## src/osc_pkg.sv

```systemverilog
package osc_pkg;

  // ##########################################################################
  // widths
  // ##########################################################################

  localparam int cntr_width     = 10; // sample counter and buffer address.
  localparam int sample_width   = 16;
  localparam int apb_addr_width = 13;
  localparam int align_bits     = 6;  // trigger address is rounded down to 64 samples.
  localparam int buf_depth      = 1 << cntr_width;

  // ##########################################################################
  // APB register map
  // ##########################################################################

  localparam logic [apb_addr_width-1:0] reg_ctrl   = 13'h000;
  localparam logic [apb_addr_width-1:0] reg_pre    = 13'h004;
  localparam logic [apb_addr_width-1:0] reg_tot    = 13'h008;
  localparam logic [apb_addr_width-1:0] reg_level  = 13'h00C;
  localparam logic [apb_addr_width-1:0] reg_status = 13'h010;
  localparam logic [apb_addr_width-1:0] buf_base   = 13'h1000;

  localparam int ctrl_run       = 0; // write pulse.
  localparam int ctrl_soft_trig = 1; // write pulse.
  localparam int ctrl_falling   = 2; // stored edge select.

  // both channels of one sample with ch_a in the low half.
  typedef struct packed {
    logic signed [sample_width-1:0] ch_b;
    logic signed [sample_width-1:0] ch_a;
  } osc_sample_t;

  typedef struct packed {
    logic [cntr_width-1:0] addr;
    logic                  enbl;
  } osc_status_t;

  typedef struct packed {
    logic        [cntr_width-1:0]   pre_count;
    logic        [cntr_width-1:0]   tot_count;
    logic signed [sample_width-1:0] trig_level;
    logic                           falling;
  } osc_cfg_t;

endpackage

```

## src/osc_capture.sv

```systemverilog
`timescale 1ns/1ns

module osc_capture
  import osc_pkg::*;
(
  input  logic        aclk,
  input  logic        aresetn,
  input  osc_cfg_t    cfg,
  input  logic        run,
  input  logic        trg,
  input  osc_sample_t s_sample,
  input  logic        s_valid,
  output osc_sample_t m_sample,
  output logic        m_valid,
  output osc_status_t status
);

  typedef enum logic [1:0] {
    st_idle,
    st_pre_fill,
    st_armed,
    st_post_fill
  } cap_state_t;

  cap_state_t            state, state_next;
  logic [cntr_width-1:0] addr, addr_next;
  logic [cntr_width-1:0] cntr, cntr_next;
  logic                  enbl, enbl_next;

  always_ff @(posedge aclk)
  begin
    if (!aresetn)
    begin
      state <= st_idle;
      addr  <= '0;
      cntr  <= '0;
      enbl  <= 1'b0;
    end
    else
    begin
      state <= state_next;
      addr  <= addr_next;
      cntr  <= cntr_next;
      enbl  <= enbl_next;
    end
  end

  always_comb
  begin
    state_next = state;
    addr_next  = addr;
    cntr_next  = cntr;
    enbl_next  = enbl;

    case (state)
      st_idle:
      begin
        if (run)
        begin
          addr_next  = '0;
          cntr_next  = '0;
          enbl_next  = 1'b1;
          state_next = st_pre_fill;
        end
      end

      st_pre_fill:
      begin
        if (s_valid)
        begin
          cntr_next = cntr + 1'b1;
          if (cntr == cfg.pre_count)
            state_next = st_armed;
        end
      end

      st_armed:
      begin
        if (s_valid)
        begin
          cntr_next = cntr + 1'b1;
          if (trg)
          begin
            // the window keeps the offset of the trigger inside its 64-sample block.
            addr_next  = {cntr[cntr_width-1:align_bits], {align_bits{1'b0}}};
            cntr_next  = cfg.pre_count + cntr[align_bits-1:0];
            state_next = st_post_fill;
          end
        end
      end

      st_post_fill:
      begin
        if (s_valid)
        begin
          if (cntr < cfg.tot_count)
            cntr_next = cntr + 1'b1;
          else
          begin
            enbl_next  = 1'b0; // last sample is still written.
            state_next = st_idle;
          end
        end
      end

      default: state_next = st_idle;
    endcase
  end

  assign m_sample    = s_sample;
  assign m_valid     = enbl & s_valid;
  assign status.addr = addr;
  assign status.enbl = enbl;

endmodule

```

## config.mk

```make
export PLATFORM = sky130hd
export DESIGN_NAME = osc_capture
export DESIGN_NICKNAME = d
export VERILOG_FILES = /design/src/osc_pkg.sv /design/src/osc_capture.sv
export SDC_FILE = /design/constraint.sdc
export NUM_CORES = 1
export LEC_CHECK = 0
export BUFFER_PORTS_ARGS = -buffer_cell sky130_fd_sc_hd__buf_4
export CAP_MARGIN = 20
export CELL_PAD_IN_SITES_DETAIL_PLACEMENT = 0
export CELL_PAD_IN_SITES_GLOBAL_PLACEMENT = 1
export CORE_MARGIN = 5
export CORE_UTILIZATION = 27
export CTS_BUF_LIST = sky130_fd_sc_hd__clkbuf_16
export CTS_CLUSTER_DIAMETER = 40
export DETAILED_ROUTE_END_ITERATION = 12
export PLACE_DENSITY_LB_ADDON = 0.1
export SYNTH_ARGS = -nofsm -noshare
export SYNTH_HDL_FRONTEND = slang
export SYNTH_SLANG_ARGS = --single-unit
export TNS_END_PERCENT = 5
```

## constraint.sdc

```tcl
create_clock -name aclk -period 2.6 [get_ports aclk]
set_input_delay 0.65 -clock aclk [delete_from_list [all_inputs] [get_ports aclk]]
set_output_delay 0.65 -clock aclk [all_outputs]
set_load 0.05 [all_outputs]
```

==> metrics.txt <==
status completed; Total Routing Usage GR 0.1242; clock tree sinks 17; CTS tree done; CP Class in -> reg; DP Area 0.002110 mm^2; TNS Setup 0 ps; routability cong. 0.7512; DRT iter0 DRCs 35; total overflow reported by the global router 0; met2 wire length 2.705 mm; Max Freq 0.4177 GHz; Area growth, synth to finish 12.91%; wire length on met3 323 um; die height 94.73 um; final net count 357; Core Region 0.006907 mm^2; share of cells above drive strength 1 0.2031; Avg Synthesized Cell Area 7.691 um^2; max layer used met4; vias in the first global route 1,737; Worst EP arrival 2510 ps; WL/cell 15.36 um; worst setup path startpoint cfg[27]; DR vias/cell 4.838; Antenna Cells 0; initial antenna violation count 0; Hold Path Class reg -> reg; multi-input logic area 0.001231 mm^2; number of synthesized register bits 17; first-pass GRT wire length 8.694 mm; die area 0.008973 mm^2; relative slew slack 0.6424; Post-route DRC 0; Slew Limit Fails 0; commonest non-fill, non-tap cell in the layout buf_4; die width 94.73 um; Rows 30; cell area after layout 0.002188 mm^2; hold_buf cts 0; Routed Antenna Nets 0; drt pass-1 iters 4; yosys warns 0; Synth Cell Area 0.001938 mm^2; DRT met1 WL 2.450 mm; worst vdd ir 0.0002366 V; Fillers 778; MaxCap Viol Count 0; Syn Inst Count 252; routed wire length 5.484 mm; Hold Fails Final Rpt 0; total CTS buffers 3; most frequent cells in the layout buf_4, a21oi_1, ha_1; largest family of logic cells by synthesized area simple AND/OR/NAND/NOR gates; clk slew on worst S/H paths 50 ps; hold_ws 470.2 ps; Setup-failing EPs final 0; setup ws final 205.7 ps; type of origin of the critical path input pin; Resize count post-CTS 0; storage element area 340.3 um^2; critical-path maximum fanout 2; Final Cycle Share 0.9209; sequential share of the synthesized area 0.1756; postcts setup bufs 0; starting density of the core 0.2806; Clock Tree Buf Depth 2; Static Leak 0.9711 nW; Synth Area in Compound Gates 0.2008; # IOs 118; Worst Min Path Start addr[7]$_SDFFE_PN0P_; Final HPWL DP 4.445 mm; Crit. End Element flop; clock skew 1.384 ps; fin crit period 2394 ps; reg-to-reg startpoint cntr[0]$_SDFFE_PN0P_; largest net degree at the start of global routing 13; Least-Margin Pin Slew 536.3 ps; I/O Buffers 30; xor/xnor share of the synthesized area 0.07230; post-synthesis mux area share 0; H-Tree Level Count 1; placed cell count 353; PwrDens 619.6 mW/mm^2; Synth Area in Simple Gates 0.2111; clk_lat worst skew 250 ps; RSZ-0062 raised after global routing no; Cell variety after synth 45; pre-CTS setup slack -55.77 ps; Adder-Cell Fraction of Synth Area 0.1394; CTS Root Cell clkbuf_16; Vias 1,727; Finished Layout Cells 357; Critical Path RT 2710 ps
-- synthesized netlist by cell type --
cell	instances	share of area
buf_4	39	0.15
a21oi_1	20	0.052
ha_1	20	0.13
dfxtp_1	17	0.18
nor2_1	15	0.029
inv_1	14	0.027
nand2_1	13	0.025
nand3_1	11	0.028
xnor2_1	8	0.036
xor2_1	8	0.036
nand2b_1	7	0.023
o21ai_0	7	0.018
nor3_1	6	0.015
clkbuf_1	5	0.0097
nand4_1	5	0.016
a21o_1	4	0.015
nor4_1	4	0.013
or3_1	4	0.013
a211oi_1	3	0.012
and2_1	3	0.0097
and3_1	3	0.0097
nor2b_1	3	0.0097
o211ai_1	3	0.012
o31ai_1	3	0.012
a2111oi_0	2	0.0090
a2bb2oi_1	2	0.0090
a31oi_1	2	0.0065
a32o_1	2	0.010
buf_2	2	0.0052
o32ai_1	2	0.0090
a2111o_1	1	0.0058
a211oi_2	1	0.0065
a221oi_1	1	0.0045
a311oi_1	1	0.0045
a32oi_1	1	0.0045
and4_1	1	0.0045
buf_6	1	0.0058
conb_1	1	0.0019
fa_1	1	0.010
nand4b_1	1	0.0045
nor3b_1	1	0.0039
nor3b_2	1	0.0065
o21ai_1	1	0.0026
o21ai_2	1	0.0045
o21bai_1	1	0.0039
-- path summary, 6_finish.rpt --
check,to,slack (ps),cells past startpoint
worst min-delay path,addr[7]$_SDFFE_PN0P_,470,2
worst max-delay path,cntr[6]$_SDFFE_PN0P_,210,8
worst max register to register,cntr[6]$_SDFFE_PN0P_,400,7
worst min register to register,addr[7]$_SDFFE_PN0P_,470,2
-- per-layer routing --
layer | vias to the layer above | GRT usage
met5 | - | 0
met4 | 0 | 0.01803
met3 | 2 | 0.03108
met2 | 54 | 0.2126
met1 | 805 | 0.1603
li1 | 866 | -
-- report_power, final --
group	internal, W	switching [W]	leakage (nW)
sequential	0.000290	0.0000293	0.138
combinational	0.000299	0.000426	0.791
clock	0.000204	0.000107	0.0423
-- state kept, by name (all words and copies together) (netlist names) --
signal  count
addr        4
cntr       10
enbl        1
state       2
-- worst max-delay path, cell delays in order --
cell      delay (ps)
buf_4            110
ha_1             210
fa_1             390
a21o_1           210
a2111o_1         400
xor2_1           160
a221oi_1         290
a211oi_1          80
-- per-stage QoR --
step | total power [W] | utilization
detailed placement | 0.001058 | 0.3054
finish | 0.001356 | 0.3168
CTS | 0.001371 | 0.3168
global placement | 0.001063 | 0.3054
global route | 0.001457 | 0.3168
floorplan | 0.0009535 | -
-- layout make-up --
type | count | share of cell area
repair buffers | 47 | 0.1670
flip-flops and latches | 17 | 0.1555
clock inverters | 1 | 0.001715
inverters | 14 | 0.02401
well taps | 96 | 0.05489
clock buffers | 3 | 0.03431
multi-input cells | 179 | 0.5626
-- cells by family after synthesis --
family | count (synthesis)
adder cells (fa/ha/maj) | 21
flip-flops | 17
AO/OA/AOI/OAI | 58
AND/OR/NAND/NOR | 78
XOR/XNOR | 16
buffers and inverters | 61
other | 1
No activity file was read; power rests on OpenSTA's default activity.
