**src/osc_pkg.sv**
```systemverilog
package osc_pkg;

  // ##########################################################################
  // widths
  // ##########################################################################

  localparam int cntr_width     = 10; // sample counter and buffer address.
  localparam int sample_width   = 16;
  localparam int apb_addr_width = 13;
  localparam int align_bits     = 6;  // trigger address is rounded down to 64 samples.
  localparam int buf_depth      = 1 << cntr_width;

  // ##########################################################################
  // APB register map
  // ##########################################################################

  localparam logic [apb_addr_width-1:0] reg_ctrl   = 13'h000;
  localparam logic [apb_addr_width-1:0] reg_pre    = 13'h004;
  localparam logic [apb_addr_width-1:0] reg_tot    = 13'h008;
  localparam logic [apb_addr_width-1:0] reg_level  = 13'h00C;
  localparam logic [apb_addr_width-1:0] reg_status = 13'h010;
  localparam logic [apb_addr_width-1:0] buf_base   = 13'h1000;

  localparam int ctrl_run       = 0; // write pulse.
  localparam int ctrl_soft_trig = 1; // write pulse.
  localparam int ctrl_falling   = 2; // stored edge select.

  // both channels of one sample with ch_a in the low half.
  typedef struct packed {
    logic signed [sample_width-1:0] ch_b;
    logic signed [sample_width-1:0] ch_a;
  } osc_sample_t;

  typedef struct packed {
    logic [cntr_width-1:0] addr;
    logic                  enbl;
  } osc_status_t;

  typedef struct packed {
    logic        [cntr_width-1:0]   pre_count;
    logic        [cntr_width-1:0]   tot_count;
    logic signed [sample_width-1:0] trig_level;
    logic                           falling;
  } osc_cfg_t;

endpackage

```
**src/osc_apb_regs.sv**
```systemverilog
`timescale 1ns/1ns

module osc_apb_regs
  import osc_pkg::*;
(
  input  logic                      aclk,
  input  logic                      aresetn,
  input  logic                      psel,
  input  logic                      penable,
  input  logic                      pwrite,
  input  logic [apb_addr_width-1:0] paddr,
  input  logic [31:0]               pwdata,
  output logic [31:0]               prdata,
  output logic                      pready,
  output logic                      pslverr,
  input  osc_status_t               status,
  input  osc_sample_t               rd_data,
  output osc_cfg_t                  cfg,
  output logic                      run,
  output logic                      soft_trig,
  output logic [cntr_width-1:0]     rd_addr
);

  logic        in_buf;
  logic        hit_ctrl;
  logic        hit_pre;
  logic        hit_tot;
  logic        hit_level;
  logic        hit_status;
  logic        mapped;
  logic        buf_rd;
  logic        rd_wait;
  logic        access;
  logic        wr_en;
  logic [31:0] reg_rdata;

  // ##########################################################################
  // decode and handshake
  // ##########################################################################

  assign in_buf     = paddr >= buf_base;
  assign hit_ctrl   = paddr == reg_ctrl;
  assign hit_pre    = paddr == reg_pre;
  assign hit_tot    = paddr == reg_tot;
  assign hit_level  = paddr == reg_level;
  assign hit_status = paddr == reg_status;
  assign mapped     = in_buf | hit_ctrl | hit_pre | hit_tot | hit_level | hit_status;

  assign buf_rd  = in_buf & ~pwrite; // buffer writes are ignored.
  assign rd_addr = paddr[cntr_width+1:2]; // valid from the setup phase on.

  // buffer reads wait one cycle, everything else completes at once.
  assign pready  = psel & penable & (~buf_rd | rd_wait);
  assign pslverr = psel & penable & ~mapped;
  assign access  = psel & penable & pready;
  assign wr_en   = access & pwrite & mapped;

  always_ff @(posedge aclk)
  begin
    if (!aresetn)
      rd_wait <= 1'b0;
    else
      rd_wait <= psel & penable & buf_rd & ~rd_wait;
  end

  // ##########################################################################
  // configuration and pulses
  // ##########################################################################

  always_ff @(posedge aclk)
  begin
    if (!aresetn)
    begin
      cfg       <= '0;
      run       <= 1'b0;
      soft_trig <= 1'b0;
    end
    else
    begin
      run       <= wr_en & hit_ctrl & pwdata[ctrl_run];
      soft_trig <= wr_en & hit_ctrl & pwdata[ctrl_soft_trig];
      if (wr_en && hit_ctrl)
        cfg.falling <= pwdata[ctrl_falling];
      if (wr_en && hit_pre)
        cfg.pre_count <= pwdata[cntr_width-1:0];
      if (wr_en && hit_tot)
        cfg.tot_count <= pwdata[cntr_width-1:0];
      if (wr_en && hit_level)
        cfg.trig_level <= pwdata[sample_width-1:0];
    end
  end

  // ##########################################################################
  // read data
  // ##########################################################################

  always_comb
  begin
    reg_rdata = '0;
    if (hit_ctrl)
      reg_rdata[ctrl_falling] = cfg.falling; // pulse bits read as zero.
    else if (hit_pre)
      reg_rdata[cntr_width-1:0] = cfg.pre_count;
    else if (hit_tot)
      reg_rdata[cntr_width-1:0] = cfg.tot_count;
    else if (hit_level)
      reg_rdata = {{(32-sample_width){cfg.trig_level[sample_width-1]}}, cfg.trig_level};
    else if (hit_status)
      reg_rdata[$bits(osc_status_t)-1:0] = status;
  end

  assign prdata = in_buf ? rd_data : reg_rdata;

endmodule

```
**config.mk**
```make
export PLATFORM = sky130hd
export DESIGN_NAME = osc_apb_regs
export DESIGN_NICKNAME = d
export VERILOG_FILES = /design/src/osc_pkg.sv /design/src/osc_apb_regs.sv
export SDC_FILE = /design/constraint.sdc
export NUM_CORES = 1
export LEC_CHECK = 0
export ABC_AREA = 1
export BUFFER_PORTS_ARGS = -buffer_cell sky130_fd_sc_hd__buf_4
export CORE_ASPECT_RATIO = 0.75
export CORE_MARGIN = 5
export CORE_UTILIZATION = 44
export CTS_CLUSTER_DIAMETER = 120
export DETAILED_ROUTE_END_ITERATION = 10
export GPL_TIMING_DRIVEN = 1
export PLACE_DENSITY = 0.84
export SKIP_CTS_REPAIR_TIMING = 1
export SLEW_MARGIN = 20
export SYNTH_ARGS = -nofsm -noshare
export SYNTH_HDL_FRONTEND = slang
export SYNTH_SLANG_ARGS = --single-unit
```
**constraint.sdc**
```tcl
create_clock -name aclk -period 2.26 [get_ports aclk]
set_clock_uncertainty 0.2 [all_clocks]
set_input_delay 0.452 -clock aclk [delete_from_list [all_inputs] [get_ports aclk]]
set_output_delay 0.452 -clock aclk [all_outputs]
set_load 0.005 [all_outputs]
```
==> results.json <==
{
  "status": "finished with violations",
  "violations": "negative setup slack",
  "synthXorXnorAreaFrac_pct": 0,
  "num_io_pins": 176,
  "rows": 25,
  "p_per_area_nw_per_um2": 357,
  "p_leak_nw": 2.71,
  "antenna_cells": 0,
  "setup.worst_path.end": "prdata[9]",
  "worstMarginPinSlew_ps": 607,
  "synth_fa_ha_area_share_pct": 0,
  "maxCapViolations": 0,
  "fin_ws_ps": -153,
  "worst-r2r-setup-slack_ps": 1270,
  "synthSimpleGateAreaFrac_pct": 46.4,
  "synthesis.instances": 503,
  "syn_area_per_cell_sq_um": 5.74,
  "grt_pass1_vias": 3508,
  "grt_pass1_wl_mm": 16.0,
  "synth_common_cells": "nand2_1 (168), inv_1 (106), nor2_1 (52), dfxtp_1 (40), nand4_1 (38)",
  "grt_overflow": 0,
  "yosys_register_bits": 40,
  "drt_first_pass_iters": 5,
  "area_growth_pct": 67.1,
  "clk_pin_slew_ps": 80,
  "synth_area_leader_cell": "dfxtp_1",
  "yosys.area.top_type_share_pct": 27.8,
  "numPortBuffers": 159,
  "synth_top_family_by_area": "simple AND/OR/NAND/NOR gates",
  "min_period_ps": 2410,
  "clock.fmax_mhz": 414,
  "multi_input_area_sq_um": 1740,
  "design.core.area_sq_um": 6350,
  "cts_sinks": 40,
  "ys_warn_count": 0,
  "totalWireLength_mm": 11.7,
  "worstPathCellList": "buf_6, nor2_4, nand2_2, nor2_4, nand3_4, buf_8, buf_6, o21ai_1, o22ai_2, nand2_1, buf_4",
  "seq_area_sq_um": 801,
  "layout-drive-gt1-share_pct": 41.2,
  "design_area_sq_um": 4820,
  "cts_root_buffer": "clkbuf_8",
  "setup-violations-final": 12,
  "start_util_pct": 45.4,
  "rsz0062_at_grt": "true",
  "synthMuxAreaShare_pct": 0,
  "critPathLaunch": "paddr[1]",
  "ys_top_cells_by_area": "dfxtp_1 (28%), nand2_1 (22%), inv_1 (14%), nand4_1 (8.2%), nor2_1 (6.8%)",
  "critPathArrivalTime_ps": 1760,
  "grt_max_degree": 39,
  "worst-r2r-cell-count": 4,
  "clock_path_buffers": 2,
  "yosysSeqAreaShare_pct": 27.8,
  "gp_congestion": 0.869,
  "cp-start-kind": "primary input",
  "synth_edf_count": 0,
  "synth-compound-area-share_pct": 4.81,
  "end_kind": "primary output",
  "slowest_delay_ps": 190,
  "nets": 771,
  "rr_startpoint": "cfg[33]$_SDFFE_PN0P_",
  "synth_most_common_cell": "nand2_1",
  "syn-cell-area_sq_um": 2890,
  "dieArea_sq_um": 8290,
  "die_x_um": 104,
  "nFillCells": 456,
  "synth_fp_nets": 596,
  "final-hold-violation-count": 0,
  "final_antenna_net_count": 0,
  "synthFlopType": "dfxtp_1",
  "synth_cell_types": 27,
  "tns_ps": -1170,
  "slew_headroom_pct": 59.5,
  "antenna_found_initial": 0,
  "hold_start": "pwrite",
  "routed_via_density": 5.10,
  "vias": 3873,
  "crit_fanout": 7,
  "drc_errors": 0,
  "die-height_um": 80.1,
  "async_flop_share_pct": 0,
  "fin_crit_sh_pct": 107,
  "cts_tree": "built",
  "cts_buffers": 5,
  "crit_slowest_cell": "nor2_4",
  "ir_drop_mv": 0.427,
  "wl_per_cell_um": 15.4,
  "clock_latency_ps": 290,
  "critical_path_class": "in -> out",
  "grt_usage_pct": 23.0,
  "placed_area_sq_um": 4280,
  "hold_class": "in -> reg",
  "dp_hpwl_mm": 8.12,
  "slew_violations": 0,
  "required_ps": 1610,
  "drt_iter0_markers": 258,
  "r2r_end": "cfg[33]$_SDFFE_PN0P_",
  "cts_htree_levels": 2
}
-- per-layer routing --
layer	up-vias	track usage, %	part of all wire (%)
met5	-	0	0
met4	0	6.55	2.4
met3	32	7.07	8.4
met2	196	42.1	51
met1	1768	25.8	38
li1	1877	-	-
-- cell families (layout without fill, tap and decap cells) --
family                 after synthesis  in the layout
DFF                                 40             40
and+or+nand+nor                    295            295
buffers and inverters              143            319
AOI/OAI and AO/OA                   25             25
-- where the power goes --
| part | switching [mW] | internal, mW |
|---|---|---|
| clock network | 0.259 | 0.390 |
| logic | 0.172 | 0.194 |
| registers | 0.0000778 | 0.704 |
-- worst max-delay path: cells and delay by family --
| family | cells | cell delay (ps) |
|---|---|---|
| and+or+nand+nor | 5 | 640 |
| buffers and inverters | 4 | 480 |
| AOI/OAI and AO/OA | 2 | 190 |
-- cell usage in the layout (no fill, tap or decap), types with 4 or more instances in the layout --
cell	Yosys	final
buf_12	0	6
buf_4	10	186
buf_6	3	9
clkbuf_8	0	7
dfxtp_1	40	40
inv_1	106	101
inv_2	3	5
nand2_1	168	146
nand2_2	2	16
nand2_4	1	9
nand3_1	18	10
nand3_2	1	7
nand3_4	2	4
nand4_1	38	38
nor2_1	52	44
nor2_2	3	5
nor2_4	2	8
nor3_1	4	4
o21ai_1	0	8
o22ai_2	0	6
-- state kept, by name (all words and copies together) (netlist names) --
| signal | flops |
|---|---|
| rd_wait | 1 |
| cfg | 37 |
| soft_trig | 1 |
| run | 1 |
-- cell type report --
cell class | instances | area share [%]
clock buffers | 7 | 2.00
clock inverters | 1 | 0.623
inverters | 109 | 8.67
multi-input cells | 320 | 36.1
flip-flops and latches | 40 | 16.6
well taps | 81 | 2.10
repair buffers | 202 | 33.9
-- how the worst min path moves through the flow --
stage                              end  depth (start not counted)
floorplan           rd_wait$_SDFF_PN0_                          3
global placement    rd_wait$_SDFF_PN0_                          3
detailed placement  rd_wait$_SDFF_PN0_                          3
CTS                 rd_wait$_SDFF_PN0_                          4
global route        rd_wait$_SDFF_PN0_                          4
finish              rd_wait$_SDFF_PN0_                          4
-- metrics by stage --
step	setup slack [ps]	util (%)	power (mW)	cells	hold slack [ps]
5_1_grt	-202	75.9	1.78	760	259
3_5_place_dp	-205	67.4	1.05	739	291
6_report	-153	75.9	1.72	760	244
4_1_cts	-213	69.4	1.68	747	249
3_3_place_gp	-151	67.4	1.04	739	277
2_1_floorplan	18.2	-	0.856	503	267
Note: power is estimated with default switching activity, not from simulation.
