**src/osc_pkg.sv**
```systemverilog
package osc_pkg;

  // ##########################################################################
  // widths
  // ##########################################################################

  localparam int cntr_width     = 10; // sample counter and buffer address.
  localparam int sample_width   = 16;
  localparam int apb_addr_width = 13;
  localparam int align_bits     = 6;  // trigger address is rounded down to 64 samples.
  localparam int buf_depth      = 1 << cntr_width;

  // ##########################################################################
  // APB register map
  // ##########################################################################

  localparam logic [apb_addr_width-1:0] reg_ctrl   = 13'h000;
  localparam logic [apb_addr_width-1:0] reg_pre    = 13'h004;
  localparam logic [apb_addr_width-1:0] reg_tot    = 13'h008;
  localparam logic [apb_addr_width-1:0] reg_level  = 13'h00C;
  localparam logic [apb_addr_width-1:0] reg_status = 13'h010;
  localparam logic [apb_addr_width-1:0] buf_base   = 13'h1000;

  localparam int ctrl_run       = 0; // write pulse.
  localparam int ctrl_soft_trig = 1; // write pulse.
  localparam int ctrl_falling   = 2; // stored edge select.

  // both channels of one sample with ch_a in the low half.
  typedef struct packed {
    logic signed [sample_width-1:0] ch_b;
    logic signed [sample_width-1:0] ch_a;
  } osc_sample_t;

  typedef struct packed {
    logic [cntr_width-1:0] addr;
    logic                  enbl;
  } osc_status_t;

  typedef struct packed {
    logic        [cntr_width-1:0]   pre_count;
    logic        [cntr_width-1:0]   tot_count;
    logic signed [sample_width-1:0] trig_level;
    logic                           falling;
  } osc_cfg_t;

endpackage

```
**src/osc_trigger.sv**
```systemverilog
`timescale 1ns/1ns

module osc_trigger
  import osc_pkg::*;
(
  input  logic        aclk,
  input  logic        aresetn,
  input  osc_cfg_t    cfg,
  input  osc_sample_t s_sample,
  input  logic        s_valid,
  input  logic        soft_trig,
  output logic        trg
);

  logic signed [sample_width-1:0] prev_a;
  logic                           prev_ok;
  logic                           soft_pend;
  logic                           cross_up;
  logic                           cross_dn;
  logic                           level_hit;

  // channel A of the last valid sample.
  always_ff @(posedge aclk)
  begin
    if (s_valid)
      prev_a <= s_sample.ch_a;
  end

  always_ff @(posedge aclk)
  begin
    if (!aresetn)
    begin
      prev_ok   <= 1'b0;
      soft_pend <= 1'b0;
    end
    else
    begin
      if (s_valid)
        prev_ok <= 1'b1;
      if (s_valid)
        soft_pend <= 1'b0; // consumed by this sample.
      else if (soft_trig)
        soft_pend <= 1'b1;
    end
  end

  assign cross_up  = (prev_a < cfg.trig_level) && (s_sample.ch_a >= cfg.trig_level);
  assign cross_dn  = (prev_a >= cfg.trig_level) && (s_sample.ch_a < cfg.trig_level);
  assign level_hit = prev_ok && (cfg.falling ? cross_dn : cross_up);

  assign trg = s_valid && (level_hit || soft_pend || soft_trig);

endmodule

```
**config.mk**
```make
export PLATFORM = sky130hd
export DESIGN_NAME = osc_trigger
export DESIGN_NICKNAME = d
export VERILOG_FILES = /design/src/osc_pkg.sv /design/src/osc_trigger.sv
export SDC_FILE = /design/constraint.sdc
export NUM_CORES = 1
export LEC_CHECK = 0
export BUFFER_PORTS_ARGS = -buffer_cell sky130_fd_sc_hd__buf_2
export CORE_UTILIZATION = 40
export DETAILED_ROUTE_END_ITERATION = 6
export PLACE_DENSITY = 0.73
export SKIP_CTS_REPAIR_TIMING = 1
export SLEW_MARGIN = 25
export SYNTH_ARGS = -nofsm -noshare
export SYNTH_HDL_FRONTEND = slang
export SYNTH_SLANG_ARGS = --single-unit
export TNS_END_PERCENT = 10
```
**constraint.sdc**
```tcl
create_clock -name aclk -period 6.25 [get_ports aclk]
set_input_delay 1.25 -clock aclk [delete_from_list [all_inputs] [get_ports aclk]]
set_output_delay 1.25 -clock aclk [all_outputs]
set_load 0.05 [all_outputs]
```
==> impl_metrics.toml, run 1 <==
[power_and_ir_drop]
p_per_area_mw_per_mm2 = 174
p_leak_nw = 0.805
peakVddDrop_v = 0.0000846

[hold_path]
hold_class = "reg -> reg"
hold_end = "soft_pend$_SDFFE_PP0P_"
hold_start = "soft_pend$_SDFFE_PP0P_"
hold_path_depth = 2

[finish]
drive_above_1_share = 0.261
finalNetCount = 271
area_delta_synth_final_pct = 19.6
diodes = 0

[placed_design]
pre_cts_ws_ps = 1540
place_hpwl_microns = 2260
port_buffers = 37
gp_congestion = 0.852

[cts]
clkLatencyLatePin_ps = 300
cts_buffer_depth = 2
cts_sinks = 18
cts_tree = "done"
clkTransAtPathRegs_ps = 110
numCtsBuffers = 3
htree_num_levels = 1
cts_root_buf = "clkbuf_4"

[global_routing]
antenna_found_initial = 0
track_usage = 0.161
grt_start_max_net_pins = 22
grt_pass1_vias = 1082
grt_pass1_wl_microns = 4300
grt_overflow_total = 0

[yosys]
yosysSeqAreaShare = 0.384
avgSynthCellArea_sq_um = 10.9
async_flop_share = 0
yosysTopAreaCell = "edfxtp_1"
synth_area_sq_mm = 0.00136
syn_nets = 229
synth_fa_ha_area_frac = 0.295
synth_top_family_by_area = "adder cells"
ys_warn_count = 0
synth_xor_area_frac = 0
yosysMostFrequentCell = "ha_1"
synthTopCellsByCount = "ha_1 (32), inv_1 (18), edfxtp_1 (16)"
netlist.area_leader.share = 0.354
synth_compound_area_frac = 0.150
synth_area_leaders = "edfxtp_1 (35%), ha_1 (30%), inv_1 (5.0%), a21oi_1 (3.3%), nand4_1 (3.2%)"
ys_ff_latch = 18
syn_inst = 124
synth_edf_count = 16
synth_cell_types = 28
synthMuxAreaShare = 0.0157
synth_top_flop_cell = "edfxtp_1"
synthSimpleGateAreaFrac = 0.105

[worst_setup_path]
path_class = "in -> out"
ff2ff_path_depth = 1
r2r_start = "prev_ok$_SDFFE_PN0P_"
worstPathRequired_ps = 5000
start_kind = "input pin"
end_kind = "output port"
critical_path.max_fanout = 4
r2r_end = "prev_ok$_SDFFE_PN0P_"
r2r_slack_ps = 5640
crit_arrival_ps = 3480

[routing]
drc = 0
drt-total-wl_microns = 2650
vias = 1076
routedWlPerCell_microns = 12.7
viasPerCell = 5.15
ant_nets = 0
drt_first_pass_iters = 4
drtIter0Drc = 17

[floorplan]
ioPinCount = 74
dieHeight_microns = 60.2
die_area_sq_mm = 0.00363
die_width_microns = 60.2
fp.coreArea_sq_mm = 0.00313
initial_utilization = 0.434
row_count = 20

[sta]
drv_slew = 0
slew_headroom = 0.642
finalSetupViolCount = 0
tightest_slew_ps = 524
max_freq_ghz = 0.212
hold_viol = 0
setup_tns_ps = 0
finalCritPeriodShare = 0.756
worst_clock_skew_ps = 0
rsz0062_at_grt = "no"
min_period_ps = 4730
fin_ws_ps = 1520

[run]
maxCapViolations = 0

[run_status]
status = "completed"
==> sequential cells by signal, summed over array words and instances, names as in the netlist <==
register,flops
prev_a,16
prev_ok,1
soft_pend,1
==> worst max-delay path: stages <==
cell and delay, ps:
buf_2 70, inv_1 60, ha_1 340, nand4_1 150
or4_1 580, a21o_1 190, o211ai_2 80, mux2_2 360
o211ai_1 90, nand3b_1 100, buf_2 220
==> worst max path at each step <==
stage               startpoint  slack (ps)  endpoint
CTS                    cfg[16]        1530       trg
global route           cfg[16]        1430       trg
finish                 cfg[16]        1520       trg
global placement       cfg[16]        1560       trg
detailed placement     cfg[16]        1540       trg
floorplan              cfg[16]        1670       trg
==> layout make-up <==
type,count,area [sq um]
fillers,301,1510
multi-input cells,88,768
repair buffers,37,185
clock buffers,3,22.5
well taps,44,55.1
inverters,18,67.6
flip-flops and latches,18,520
clock inverters,1,3.75
==> per-layer routing <==
| layer | vias up | track usage | routed length [microns] |
|---|---|---|---|
| li1 | 552 | - | - |
| met1 | 487 | 0.191 | 1230 |
| met2 | 31 | 0.281 | 1270 |
| met3 | 6 | 0.0260 | 101 |
| met4 | 0 | 0.0698 | 45 |
| met5 | - | 0 | 0 |
==> cells in the final DEF, fill, tap and decap left out, types with 4 or more instances in the layout <==
| cell | Yosys | layout |
|---|---|---|
| buf_2 | 0 | 37 |
| ha_1 | 32 | 32 |
| edfxtp_1 | 16 | 16 |
| o211ai_1 | 4 | 4 |
| a21o_1 | 5 | 5 |
| inv_1 | 18 | 18 |
| nand4_1 | 7 | 7 |
| a21oi_1 | 9 | 9 |
| nor2_1 | 4 | 4 |
==> through the flow <==
stage	power [mW]	std cells	hold WS (ps)	area, sq um	utilization
after floorplan	0.194	124	454	1360	-
after global placement	0.218	205	467	1600	0.510
after detailed placement	0.223	205	485	1600	0.510
after CTS	0.287	209	512	1620	0.519
after global routing	0.301	209	540	1620	0.519
final	0.282	209	512	1620	0.519
==> report_power, final <==
part | internal [mW] | switching, mW
combinational | 0.0349 | 0.0398
clock | 0.0233 | 0.0401
sequential | 0.141 | 0.00340
==> cells by family (layout without fill, tap and decap cells) <==
| group | after synthesis | count (layout) |
|---|---|---|
| AOI/OAI and AO/OA | 29 | 29 |
| adders and majority gates | 32 | 32 |
| buffers and inverters | 18 | 59 |
| DFF | 18 | 18 |
| muxes | 2 | 2 |
| and+or+nand+nor | 25 | 25 |
No activity file was read; power rests on OpenSTA's default activity.
==> run 2: changes to the inputs <==
Settings changed: PLACE_DENSITY 0.73 to 0.76.
Clock period 6.25 ns to 4.25 ns, I/O delays scaled along.
==> run 2 against run 1 <==
Net effect:
- power increased by 52%
- sequential power grew 47%
- clock power increased by 70%
- die area is the same
- clock-buffer cell count grew 1
- worst setup slack worse by 1200 ps
- critical path depth is the same
- largest power group unchanged
- core utilization increased by 0.32 points
==> impl_metrics.toml, run 2 (synthesized netlist as in run 1, its figures left out) <==
[run_status]
status = "completed"

[sta]
finalSetupViolCount = 0
hold_viol = 0
max_freq_ghz = 0.256
rsz0062_at_grt = "no"
worst_clock_skew_ps = 0
finalCritPeriodShare = 0.919
min_period_ps = 3910
tightest_slew_ps = 545
slew_headroom = 0.627
setup_tns_ps = 0
drv_slew = 0

[global_routing]
grt_pass1_wl_microns = 4510
antenna_found_initial = 0
grt_pass1_vias = 1126
grt_start_max_net_pins = 22
track_usage = 0.166
grt_overflow_total = 0

[worst_setup_path]
cp_common_cell = "buf_2"
critical_path.max_fanout = 4
crit_arrival_ps = 3060
start_kind = "input pin"
critPathMaxStageDelay_ps = 580
end_kind = "output port"
worstPathCellList = "buf_2 -> inv_1 -> ha_1 -> nand4_1 -> or4_1 -> a21o_1 -> o211ai_2 -> mux2_2 -> o211ai_1 -> nand3b_1 -> buf_2"
cp_slowest_cell = "or4_1"
path_class = "in -> out"
worstPathRequired_ps = 3400

[power_and_ir_drop]
p_leak_nw = 0.810
p_per_area_mw_per_mm2 = 263
peakVddDrop_v = 0.000115

[finish]
drive_above_1_share = 0.267
top_regs = "prev_a (16), prev_ok (1), soft_pend (1)"
diodes = 0
area_delta_synth_final_pct = 20.4
layout_commonest_cell = "buf_2"
largest_reg_flops = 16
top_register = "prev_a"
final_util = 0.522
mostFrequentLayoutCells = "buf_2 (37), ha_1 (32), inv_1 (18)"
finalNetCount = 271

[floorplan]
die_width_microns = 60.2
row_count = 20
dieHeight_microns = 60.2
ioPinCount = 74
initial_utilization = 0.434
fp.coreArea_sq_mm = 0.00313
die_area_sq_mm = 0.00363

[cts]
cts_buffer_depth = 2
cts_root_buf = "clkbuf_4"
clkTransAtPathRegs_ps = 110
clkLatencyLatePin_ps = 300
cts_tree = "done"
cts_sinks = 18
numCtsBuffers = 3
htree_num_levels = 1

[routing]
drt-total-wl_microns = 2650
vias = 1056
routedWlPerCell_microns = 12.7
drtIter0Drc = 24
drc = 0
drt_first_pass_iters = 4
ant_nets = 0
viasPerCell = 5.05

[run]
maxCapViolations = 0

[placed_design]
port_buffers = 37
gp_congestion = 0.809
place_hpwl_microns = 2270

[hold_path]
hold_class = "reg -> reg"
==> run 2: cell types whose count changed in the layout (fill, tap and decap cells not counted), sizes merged <==
cell    delta
clkinv     -1
clkbuf     +1
==> run 2: stage by stage <==
step	setup WS [ps]	power [mW]	hold WS (ps)	instances	cell area, sq um
floorplan	468	0.285	454	124	1360
global placement	356	0.321	466	205	1600
detailed placement	348	0.327	482	205	1600
CTS	333	0.435	509	209	1630
global route	208	0.461	533	209	1630
finish	343	0.430	506	209	1630
==> run 2: final cells by class <==
cell class              instances  area (sq um)
inverters                      18          67.6
multi-input cells              88           768
clock buffers                   4          36.3
repair buffers                 37           185
well taps                      44          55.1
flip-flops and latches         18           520
fillers                       302          1500
==> run 2: per-layer routing <==
metal  up-vias  share of wire  GRT usage
met5         -              0          0
met4         0         0.0079     0.0498
met3         3          0.048     0.0281
met2        31           0.48      0.297
met1       470           0.46      0.201
li1        552              -          -
==> run 2: worst paths after layout <==
kind	cells past startpoint	to	slack, ps	startpoint
worst max-delay path	11	trg	340	cfg[16]
worst min-delay path	1	prev_ok$_SDFFE_PN0P_	510	prev_ok$_SDFFE_PN0P_
worst max register to register	1	prev_ok$_SDFFE_PN0P_	3650	prev_ok$_SDFFE_PN0P_
worst min register to register	1	prev_ok$_SDFFE_PN0P_	510	prev_ok$_SDFFE_PN0P_
==> run 2: report_power, final <==
part / total, mW / switching [mW] / internal [mW]
logic: 0.110 / 0.0593 / 0.0512
registers: 0.212 / 0.00449 / 0.207
clock network: 0.108 / 0.0556 / 0.0522
total: 0.430 / 0.119 / 0.311
==> run 2: worst max-delay path: cells and delay by family <==
kind / cells / cell delay, ps
compound gates: 3 / 340
fa+ha+maj: 1 / 330
simple gates: 3 / 820
buf+inv: 3 / 350
mux: 1 / 360
